[config.mk]
export PLATFORM = sky130hd
export DESIGN_NAME = cpu
export DESIGN_NICKNAME = d
export VERILOG_FILES = /design/src/isa_pkg.sv /design/src/configure_pkg.sv /design/src/cpu.sv /design/src/memory_stage.sv /design/src/alu.sv /design/src/register.sv /design/src/decoder.sv /design/src/fetch_stage.sv /design/src/sequencer.sv
export SDC_FILE = /design/constraint.sdc
export NUM_CORES = 2
export LEC_CHECK = 0
export BUFFER_PORTS_ARGS = -buffer_cell sky130_fd_sc_hd__buf_2
export CELL_PAD_IN_SITES_DETAIL_PLACEMENT = 0
export CELL_PAD_IN_SITES_GLOBAL_PLACEMENT = 1
export CORE_UTILIZATION = 23
export DETAILED_ROUTE_END_ITERATION = 16
export GPL_ROUTABILITY_DRIVEN = 0
export MAX_ROUTING_LAYER = met4
export PLACE_DENSITY_LB_ADDON = 0.08
export SYNTH_ARGS = -nofsm -noshare
export SYNTH_HDL_FRONTEND = slang
export SYNTH_SLANG_ARGS = --single-unit
[constraint.sdc]
create_clock -name clock -period 7 [get_ports clock]
set_input_delay 0.7 -clock clock [delete_from_list [all_inputs] [get_ports clock]]
set_output_delay 0.7 -clock clock [all_outputs]
set_load 0.01 [all_outputs]
[src/isa_pkg.sv]
package isa_pkg;

  typedef enum logic [6:0] {
    op_lui    = 7'b0110111,
    op_auipc  = 7'b0010111,
    op_jal    = 7'b1101111,
    op_jalr   = 7'b1100111,
    op_branch = 7'b1100011,
    op_load   = 7'b0000011,
    op_store  = 7'b0100011,
    op_imm    = 7'b0010011,
    op_reg    = 7'b0110011
  } opcode_t;

  typedef logic [2:0] funct3_t;

  localparam funct3_t f3_add  = 3'b000; // ADD, SUB, ADDI, JALR.
  localparam funct3_t f3_sll  = 3'b001;
  localparam funct3_t f3_slt  = 3'b010;
  localparam funct3_t f3_xor  = 3'b100;
  localparam funct3_t f3_srl  = 3'b101; // SRL and SRA.
  localparam funct3_t f3_or   = 3'b110;
  localparam funct3_t f3_and  = 3'b111;
  localparam funct3_t f3_beq  = 3'b000;
  localparam funct3_t f3_bne  = 3'b001;
  localparam funct3_t f3_blt  = 3'b100;
  localparam funct3_t f3_bge  = 3'b101;
  localparam funct3_t f3_word = 3'b010; // LW and SW.

  typedef enum logic [3:0] {
    alu_add, alu_sub, alu_and, alu_or, alu_xor, alu_slt, alu_sll, alu_srl, alu_sra
  } alu_op_t;

  typedef enum logic [2:0] {
    br_none, br_eq, br_ne, br_lt, br_ge, br_jump
  } branch_t;

  typedef enum logic [1:0] {
    st_fetch, st_execute, st_memory, st_writeback
  } seq_state_t;

endpackage

[src/configure_pkg.sv]
package configure_pkg;

  localparam int xlen = 32;
  localparam int reg_count = 32;

  typedef logic [xlen-1:0] word_t;
  typedef logic [xlen-1:0] addr_t;
  typedef logic [xlen/8-1:0] strb_t;
  typedef logic [$clog2(reg_count)-1:0] reg_addr_t;

  // Start address after reset.
  localparam addr_t default_reset_vector = 32'h0000_0000;

  // Full-word write on the data bus.
  localparam strb_t strb_full = 4'hF;

endpackage
[src/cpu.sv]
module cpu
#(
  parameter configure_pkg::addr_t reset_vector = configure_pkg::default_reset_vector
)
(
  input  logic                 clock,
  input  logic                 rst_n,
  output logic                 imemory_valid,
  output logic                 imemory_instr,
  output configure_pkg::addr_t imemory_addr,
  output configure_pkg::word_t imemory_wdata,
  output configure_pkg::strb_t imemory_wstrb,
  input  configure_pkg::word_t imemory_rdata,
  input  logic                 imemory_ready,
  output logic                 dmemory_valid,
  output logic                 dmemory_instr,
  output configure_pkg::addr_t dmemory_addr,
  output configure_pkg::word_t dmemory_wdata,
  output configure_pkg::strb_t dmemory_wstrb,
  input  configure_pkg::word_t dmemory_rdata,
  input  logic                 dmemory_ready
);
  import configure_pkg::*;
  import isa_pkg::*;

  logic fetch_req, fetch_done, mem_req, mem_done;
  logic pc_update, reg_write_en, is_mem;
  logic use_imm, use_pc, rd_write, is_load, is_store;
  reg_addr_t rs1, rs2, rd;
  alu_op_t alu_op;
  branch_t branch;
  addr_t pc, next_pc;
  word_t instr, imm, rs1_data, rs2_data;
  word_t operand_a, operand_b, result, link, load_data, write_data;

  assign is_mem = is_load | is_store;
  assign operand_a = use_pc ? pc : rs1_data;
  assign operand_b = use_imm ? imm : rs2_data;

  // Writeback source.
  assign write_data = is_load ? load_data : (branch == br_jump) ? link : result;

  sequencer sequencer_comp (
    .clock (clock), .rst_n (rst_n),
    .fetch_done (fetch_done), .mem_done (mem_done),
    .is_mem (is_mem), .rd_write (rd_write),
    .fetch_req (fetch_req), .mem_req (mem_req),
    .pc_update (pc_update), .reg_write_en (reg_write_en)
  );

  fetch_stage #(.reset_vector (reset_vector)) fetch_stage_comp (
    .clock (clock), .rst_n (rst_n),
    .fetch_req (fetch_req), .pc_update (pc_update), .next_pc (next_pc),
    .imemory_rdata (imemory_rdata), .imemory_ready (imemory_ready),
    .pc (pc), .instr (instr), .fetch_done (fetch_done),
    .imemory_valid (imemory_valid), .imemory_instr (imemory_instr),
    .imemory_addr (imemory_addr), .imemory_wdata (imemory_wdata),
    .imemory_wstrb (imemory_wstrb)
  );

  decoder decoder_comp (
    .instr (instr), .rs1 (rs1), .rs2 (rs2), .rd (rd), .imm (imm),
    .alu_op (alu_op), .branch (branch), .use_imm (use_imm), .use_pc (use_pc),
    .rd_write (rd_write), .is_load (is_load), .is_store (is_store)
  );

  register register_comp (
    .clock (clock), .rst_n (rst_n),
    .rs1 (rs1), .rs2 (rs2), .rd (rd),
    .write_en (reg_write_en), .write_data (write_data),
    .rs1_data (rs1_data), .rs2_data (rs2_data)
  );

  alu alu_comp (
    .operand_a (operand_a), .operand_b (operand_b),
    .rs1_data (rs1_data), .rs2_data (rs2_data), .pc (pc), .imm (imm),
    .alu_op (alu_op), .branch (branch),
    .result (result), .next_pc (next_pc), .link (link)
  );

  memory_stage memory_stage_comp (
    .clock (clock), .rst_n (rst_n),
    .mem_req (mem_req), .is_store (is_store),
    .addr (result), .store_data (rs2_data),
    .dmemory_rdata (dmemory_rdata), .dmemory_ready (dmemory_ready),
    .load_data (load_data), .mem_done (mem_done),
    .dmemory_valid (dmemory_valid), .dmemory_instr (dmemory_instr),
    .dmemory_addr (dmemory_addr), .dmemory_wdata (dmemory_wdata),
    .dmemory_wstrb (dmemory_wstrb)
  );

endmodule

[src/memory_stage.sv]
module memory_stage
(
  input  logic                 clock,
  input  logic                 rst_n,
  input  logic                 mem_req,
  input  logic                 is_store,
  input  configure_pkg::addr_t addr,
  input  configure_pkg::word_t store_data,
  input  configure_pkg::word_t dmemory_rdata,
  input  logic                 dmemory_ready,
  output configure_pkg::word_t load_data,
  output logic                 mem_done,
  output logic                 dmemory_valid,
  output logic                 dmemory_instr,
  output configure_pkg::addr_t dmemory_addr,
  output configure_pkg::word_t dmemory_wdata,
  output configure_pkg::strb_t dmemory_wstrb
);
  import configure_pkg::*;

  // Request held by the sequencer until ready.
  assign dmemory_valid = mem_req;
  assign dmemory_instr = 1'b0;
  assign dmemory_addr  = addr;
  assign dmemory_wdata = store_data;
  assign dmemory_wstrb = is_store ? strb_full : '0; // Zero marks a read.

  assign mem_done = dmemory_valid & dmemory_ready;

  always_ff @(posedge clock or negedge rst_n) begin
    if (!rst_n) begin
      load_data <= '0;
    end else if (mem_done && !is_store) begin
      load_data <= dmemory_rdata;
    end
  end

endmodule

[src/alu.sv]
module alu
(
  input  configure_pkg::word_t operand_a,
  input  configure_pkg::word_t operand_b,
  input  configure_pkg::word_t rs1_data,
  input  configure_pkg::word_t rs2_data,
  input  configure_pkg::word_t pc,
  input  configure_pkg::word_t imm,
  input  isa_pkg::alu_op_t     alu_op,
  input  isa_pkg::branch_t     branch,
  output configure_pkg::word_t result,
  output configure_pkg::addr_t next_pc,
  output configure_pkg::word_t link
);
  import isa_pkg::*;

  logic taken;

  always_comb begin
    case (alu_op)
      alu_sub: result = operand_a - operand_b;
      alu_and: result = operand_a & operand_b;
      alu_or:  result = operand_a | operand_b;
      alu_xor: result = operand_a ^ operand_b;
      alu_slt: result = {31'b0, $signed(operand_a) < $signed(operand_b)};
      alu_sll: result = operand_a << operand_b[4:0];
      alu_srl: result = operand_a >> operand_b[4:0];
      alu_sra: result = $signed(operand_a) >>> operand_b[4:0];
      default: result = operand_a + operand_b;
    endcase
  end

  always_comb begin
    case (branch)
      br_eq:   taken = (rs1_data == rs2_data);
      br_ne:   taken = (rs1_data != rs2_data);
      br_lt:   taken = $signed(rs1_data) < $signed(rs2_data);
      br_ge:   taken = $signed(rs1_data) >= $signed(rs2_data);
      default: taken = 1'b0;
    endcase
  end

  assign link = pc + 32'd4;

  // Jumps take the adder sum, pc or rs1 plus imm.
  always_comb begin
    if (branch == br_jump) begin
      next_pc = {result[31:1], 1'b0};
    end else if (taken) begin
      next_pc = pc + imm;
    end else begin
      next_pc = link;
    end
  end

endmodule

[src/register.sv]
module register
(
  input  logic                     clock,
  input  logic                     rst_n,
  input  configure_pkg::reg_addr_t rs1,
  input  configure_pkg::reg_addr_t rs2,
  input  configure_pkg::reg_addr_t rd,
  input  logic                     write_en,
  input  configure_pkg::word_t     write_data,
  output configure_pkg::word_t     rs1_data,
  output configure_pkg::word_t     rs2_data
);
  import configure_pkg::*;

  word_t regs [reg_count];

  always_ff @(posedge clock or negedge rst_n) begin
    if (!rst_n) begin
      for (int i = 0; i < reg_count; i++) begin
        regs[i] <= '0;
      end
    end else if (write_en && (rd != '0)) begin
      regs[rd] <= write_data; // x0 stays zero.
    end
  end

  assign rs1_data = regs[rs1];
  assign rs2_data = regs[rs2];

endmodule

[src/decoder.sv]
module decoder
(
  input  configure_pkg::word_t     instr,
  output configure_pkg::reg_addr_t rs1,
  output configure_pkg::reg_addr_t rs2,
  output configure_pkg::reg_addr_t rd,
  output configure_pkg::word_t     imm,
  output isa_pkg::alu_op_t         alu_op,
  output isa_pkg::branch_t         branch,
  output logic                     use_imm,
  output logic                     use_pc,
  output logic                     rd_write,
  output logic                     is_load,
  output logic                     is_store
);
  import configure_pkg::*;
  import isa_pkg::*;

  opcode_t opcode;
  funct3_t funct3;
  logic alt, funct7_ok;
  word_t imm_i, imm_s, imm_b, imm_u, imm_j;

  assign opcode    = opcode_t'(instr[6:0]);
  assign funct3    = instr[14:12];
  assign alt       = instr[30]; // SUB and SRA.
  assign funct7_ok = !instr[31] && (instr[29:25] == 5'b0);

  assign imm_i = {{20{instr[31]}}, instr[31:20]};
  assign imm_s = {{20{instr[31]}}, instr[31:25], instr[11:7]};
  assign imm_b = {{19{instr[31]}}, instr[31], instr[7], instr[30:25], instr[11:8], 1'b0};
  assign imm_u = {instr[31:12], 12'b0};
  assign imm_j = {{11{instr[31]}}, instr[31], instr[19:12], instr[20], instr[30:21], 1'b0};

  assign rs2 = instr[24:20];
  assign rd  = instr[11:7];

  always_comb begin
    rs1      = instr[19:15];
    imm      = '0;
    alu_op   = alu_add;
    branch   = br_none;
    use_imm  = 1'b0;
    use_pc   = 1'b0;
    rd_write = 1'b0;
    is_load  = 1'b0;
    is_store = 1'b0;
    case (opcode)
      op_lui: begin
        rs1      = '0; // x0 plus the upper immediate.
        imm      = imm_u;
        use_imm  = 1'b1;
        rd_write = 1'b1;
      end
      op_auipc: begin
        imm      = imm_u;
        use_imm  = 1'b1;
        use_pc   = 1'b1;
        rd_write = 1'b1;
      end
      op_jal: begin
        imm      = imm_j;
        use_imm  = 1'b1;
        use_pc   = 1'b1;
        branch   = br_jump;
        rd_write = 1'b1;
      end
      op_jalr: begin
        imm      = imm_i;
        use_imm  = 1'b1;
        branch   = (funct3 == f3_add) ? br_jump : br_none;
        rd_write = (funct3 == f3_add);
      end
      op_branch: begin
        imm = imm_b;
        case (funct3)
          f3_beq:  branch = br_eq;
          f3_bne:  branch = br_ne;
          f3_blt:  branch = br_lt;
          f3_bge:  branch = br_ge;
          default: branch = br_none;
        endcase
      end
      op_load: begin
        imm      = imm_i;
        use_imm  = 1'b1;
        is_load  = (funct3 == f3_word);
        rd_write = (funct3 == f3_word);
      end
      op_store: begin
        imm      = imm_s;
        use_imm  = 1'b1;
        is_store = (funct3 == f3_word);
      end
      op_imm: begin
        imm      = imm_i;
        use_imm  = 1'b1;
        rd_write = 1'b1;
        case (funct3)
          f3_add:  alu_op = alu_add;
          f3_slt:  alu_op = alu_slt;
          f3_xor:  alu_op = alu_xor;
          f3_or:   alu_op = alu_or;
          f3_and:  alu_op = alu_and;
          default: rd_write = 1'b0;
        endcase
      end
      op_reg: begin
        rd_write = funct7_ok;
        case (funct3)
          f3_add: alu_op = alt ? alu_sub : alu_add;
          f3_srl: alu_op = alt ? alu_sra : alu_srl;
          f3_sll: begin
            alu_op   = alu_sll;
            rd_write = funct7_ok && !alt;
          end
          f3_slt: begin
            alu_op   = alu_slt;
            rd_write = funct7_ok && !alt;
          end
          f3_xor: begin
            alu_op   = alu_xor;
            rd_write = funct7_ok && !alt;
          end
          f3_or: begin
            alu_op   = alu_or;
            rd_write = funct7_ok && !alt;
          end
          default: begin
            alu_op   = alu_and;
            rd_write = funct7_ok && !alt;
          end
        endcase
      end
      default: begin
        rd_write = 1'b0; // Unknown opcode runs as a NOP.
      end
    endcase
  end

endmodule

[src/fetch_stage.sv]
module fetch_stage
#(
  parameter configure_pkg::addr_t reset_vector = configure_pkg::default_reset_vector
)
(
  input  logic                 clock,
  input  logic                 rst_n,
  input  logic                 fetch_req,
  input  logic                 pc_update,
  input  configure_pkg::addr_t next_pc,
  input  configure_pkg::word_t imemory_rdata,
  input  logic                 imemory_ready,
  output configure_pkg::addr_t pc,
  output configure_pkg::word_t instr,
  output logic                 fetch_done,
  output logic                 imemory_valid,
  output logic                 imemory_instr,
  output configure_pkg::addr_t imemory_addr,
  output configure_pkg::word_t imemory_wdata,
  output configure_pkg::strb_t imemory_wstrb
);

  // Instruction port is read only.
  assign imemory_valid = fetch_req;
  assign imemory_instr = 1'b1;
  assign imemory_addr  = pc;
  assign imemory_wdata = '0;
  assign imemory_wstrb = '0;

  assign fetch_done = imemory_valid & imemory_ready;

  always_ff @(posedge clock or negedge rst_n) begin
    if (!rst_n) begin
      pc <= reset_vector;
    end else if (pc_update) begin
      pc <= next_pc;
    end
  end

  // Held until the next fetch completes.
  always_ff @(posedge clock) begin
    if (fetch_done) begin
      instr <= imemory_rdata;
    end
  end

endmodule

[src/sequencer.sv]
module sequencer
(
  input  logic clock,
  input  logic rst_n,
  input  logic fetch_done,
  input  logic mem_done,
  input  logic is_mem,
  input  logic rd_write,
  output logic fetch_req,
  output logic mem_req,
  output logic pc_update,
  output logic reg_write_en
);
  import isa_pkg::*;

  seq_state_t state, state_next;

  always_comb begin
    state_next = state;
    case (state)
      st_fetch: begin
        if (fetch_done) begin
          state_next = st_execute;
        end
      end
      st_execute: begin
        state_next = is_mem ? st_memory : st_writeback;
      end
      st_memory: begin
        if (mem_done) begin
          state_next = st_writeback;
        end
      end
      default: begin
        state_next = st_fetch;
      end
    endcase
  end

  // Requests are registered from the next state, so a bus request
  // is up for the whole of its state and stays low during reset.
  always_ff @(posedge clock or negedge rst_n) begin
    if (!rst_n) begin
      state     <= st_fetch;
      fetch_req <= 1'b0;
      mem_req   <= 1'b0;
    end else begin
      state     <= state_next;
      fetch_req <= (state_next == st_fetch);
      mem_req   <= (state_next == st_memory);
    end
  end

  assign pc_update    = (state == st_writeback);
  assign reg_write_en = pc_update & rd_write; // Only when rd is marked.

endmodule

==> metrics <==
status finished with violations; violated checks negative setup slack; Synth Register Bits 1124; Core ar. ~320000 µm²; Worst Max-Slew Pin Slew 1.24 ns; Critical Path RT 6.30 ns; Total Routing Usage GR 27.6%; CP max FO 11; type of origin of the critical path register; global-route wire length before repair 599 mm; worst hold stages 1; post-synth top area share a little under two fifths; IO Port Bufs 169; worst-case reg-to-reg path depth 27; max_slew headroom between 15 and 20%; register area share after synthesis 38.4%; Slowest cell on crit path a21boi_0; period utilization 104%; largest net degree at the start of global routing 159; Netlist cell types roughly 130; antenna-violating nets left 0; I/O Pins 208; LEAKAGE 41.1 nW; CP Capture Type primary output; largest cells by area after synthesis dfrtp_1 (37%), mux4_2 (12%), mux2_2 (4.9%); worst clock skew ~0.099 ns; DR vias ~68000; Hold Startpoint imemory_rdata[12]; Clock transition at path regs 0.06 ns; Post-Synthesis Cells roughly 7500; maximum clock rate 0.138 GHz; Die Area 323000 µm²; Top cell by count, worst path buf_4; CTS Buf Count ~160; kind of critical path reg2out; EDFF count, synth 32; starting density of the core between 20 and 25%; GR Overflow Total 0; CTS tree yes; wire per inst 35.4 µm; width of the chip 568 µm; number of placement rows 207; Total Routed Length 442 mm; ratio of total power to cell area 297 nW/µm²; flop2flop setup slack 0.23 ns; worst reg2reg endpoint fetch_stage_comp.imemory_addr[8]; Yosys top cell by area dfrtp_1; peak per-stage delay on the critical path between 0.6 and 0.7 ns; Root Buffer clkbuf_16; Power Total 0.0283 W; minimum clock period 7.27 ns; # H-tree levels 4; worst-skew pair later-pin latency between 0.8 and 0.9 ns; Longest Clk Path Bufs 4; Worst R2R Start fetch_stage_comp.instr[3]; # DRC 0; Main synth FF type dfrtp_1; via-per-instance ratio about 5.4; Worst EP arrival 6.57 ns; initial antenna violation count 30; clk sink count around 1100; CP bufs+invs 10; worst vdd ir 0.257 mV; vias in the first global route 66363; Detailed Place HPWL roughly 320 mm; share of cells above drive strength 1 32.6%; P&R area growth vs syn 29.1%; cell family with most CP delay compound AO/OA/AOI/OAI gates; Die Ht ~570 µm; max-capacitance violation count 0; mean area per synthesized cell 9.90 µm²; fin nets 8405; Initial DRC Count 6749; setup total negative slack -1.51 ns; WHS Endpoint fetch_stage_comp.instr[12]; final setup vio count 11; RSZ-0062 raised after global routing true; area of the mapped netlist 73800 µm²; Synth warnings 0; final core occ 29.9%; count of pins over their slew limit 0; 1st-pass router iterations 6; async set-reset flop share out of synthesis 97.2%; slack of the critical path -0.268 ns; Fin Hold WS 0.0482 ns; final-report hold violation count 0; Hold WC Path Type in2reg
cell type report:
class | instances | area, µm²
clock inverter | 38 | 415
multi-input combinational | 5427 | 43700
antenna | 22 | 55.1
tap | 4180 | 5230
clock buffer | 226 | 4560
fill | 33263 | 223000
timing repair buffer | 1274 | 12200
sequential | 1124 | 28300
inverter | 187 | 733
worst max-delay path by stage:
stage	from	endpoint	slack [ns]	depth (start not counted)
after global routing	fetch_stage_comp.instr[15]	dmemory_addr[29]	-0.38	27
after detailed placement	fetch_stage_comp.instr[3]	dmemory_addr[29]	-0.65	29
after global placement	fetch_stage_comp.instr[3]	dmemory_addr[29]	-0.67	26
after floorplan	fetch_stage_comp.instr[20]	dmemory_addr[25]	0.38	22
final	fetch_stage_comp.instr[17]	dmemory_addr[29]	-0.27	26
after CTS	fetch_stage_comp.instr[15]	dmemory_addr[22]	-0.31	26
where the power goes:
| part | internal [W] | total (W) | switching (W) | leakage [nW] |
|---|---|---|---|---|
| sequential | 0.00686 | 0.00741 | 0.000556 | 15.4 |
| clock | 0.00476 | 0.00804 | 0.00328 | 2.46 |
| combinational | 0.00469 | 0.0128 | 0.00811 | 23.2 |
sequential cells by signal, summed over array words and instances (netlist names):
| signal | count |
|---|---|
| register_comp.regs | 1024 |
| fetch_stage_comp.imemory_addr | 32 |
| fetch_stage_comp.instr | 32 |
| memory_stage_comp.load_data | 32 |
| sequencer_comp.state | 2 |
| sequencer_comp.fetch_req | 1 |
| sequencer_comp.mem_req | 1 |
kinds of logic after synthesis:
logic type / share of synthesized area [%]
flops: 38.4
xor+xnor: 1.05
simple gates: 11.4
other cells: 0.0102
buf+inv: 6.02
fa+ha+maj: 2.85
mux: 20.5
compound gates: 19.8
placed cells by master (no fill, tap or decap), types with 51 or more instances in the layout:
cell and n:
o22ai_1 51, ha_1 144, nor3_1 61, dfrtp_1 1092
a221o_1 51, a21oi_1 376, nor2_1 510, buf_4 829
a31oi_1 152, mux2_2 312, nand3_1 145, inv_1 160
mux4_2 402, buf_12 131, a211oi_1 84, o21ai_1 252
buf_6 77, a21o_1 92, clkbuf_16 162, buf_2 160
xnor2_1 54, mux2i_1 226, o31ai_1 81, o21ai_0 456
nand2_1 845
synth_stat cells (56+ instances only):
master       n
a211oi_1   107
a21o_1      97
a21oi_1    412
a221oi_1    69
a31oi_1    158
buf_2      160
buf_4      114
clkbuf_1   397
dfrtp_1   1092
ha_1       167
inv_1      177
mux2_2     319
mux2i_1    238
mux4_2     402
nand2_1    892
nand3_1    150
nor2_1     557
nor3_1      75
o21ai_0    493
o21ai_1    238
o22ai_1     56
o31ai_1     87
xnor2_1     60
timing repair:
action / 4_1_cts / 5_1_grt
resized for setup: 395 / 211
cloned: 25 / 2
pin swaps: 99 / 122
hold buffers: 17 / 0
buffers inserted: 136 / 73
hold endpoints to repair: 71 / 0
setup endpoints to repair: 503 / 26
per-stage QoR:
step / setup slack, ns / cell area, µm² / cells
after floorplan: 0.380 / 73900 / 7489
after global placement: -0.670 / 84800 / 11957
after detailed placement: -0.655 / 84800 / 11957
after CTS: -0.312 / 93700 / 12392
after global routing: -0.378 / 95200 / 12465
final: -0.268 / 95200 / 12478
metal layers:
metal	global-route usage (%)	vias to the layer above	part of all wire, %
met5	-	-	0
met4	11.2	0	4.8
met3	3.90	597	5.6
met2	41.4	2768	44
met1	37.1	35311	45
li1	-	29175	-
(Power assumes the default switching activity.)
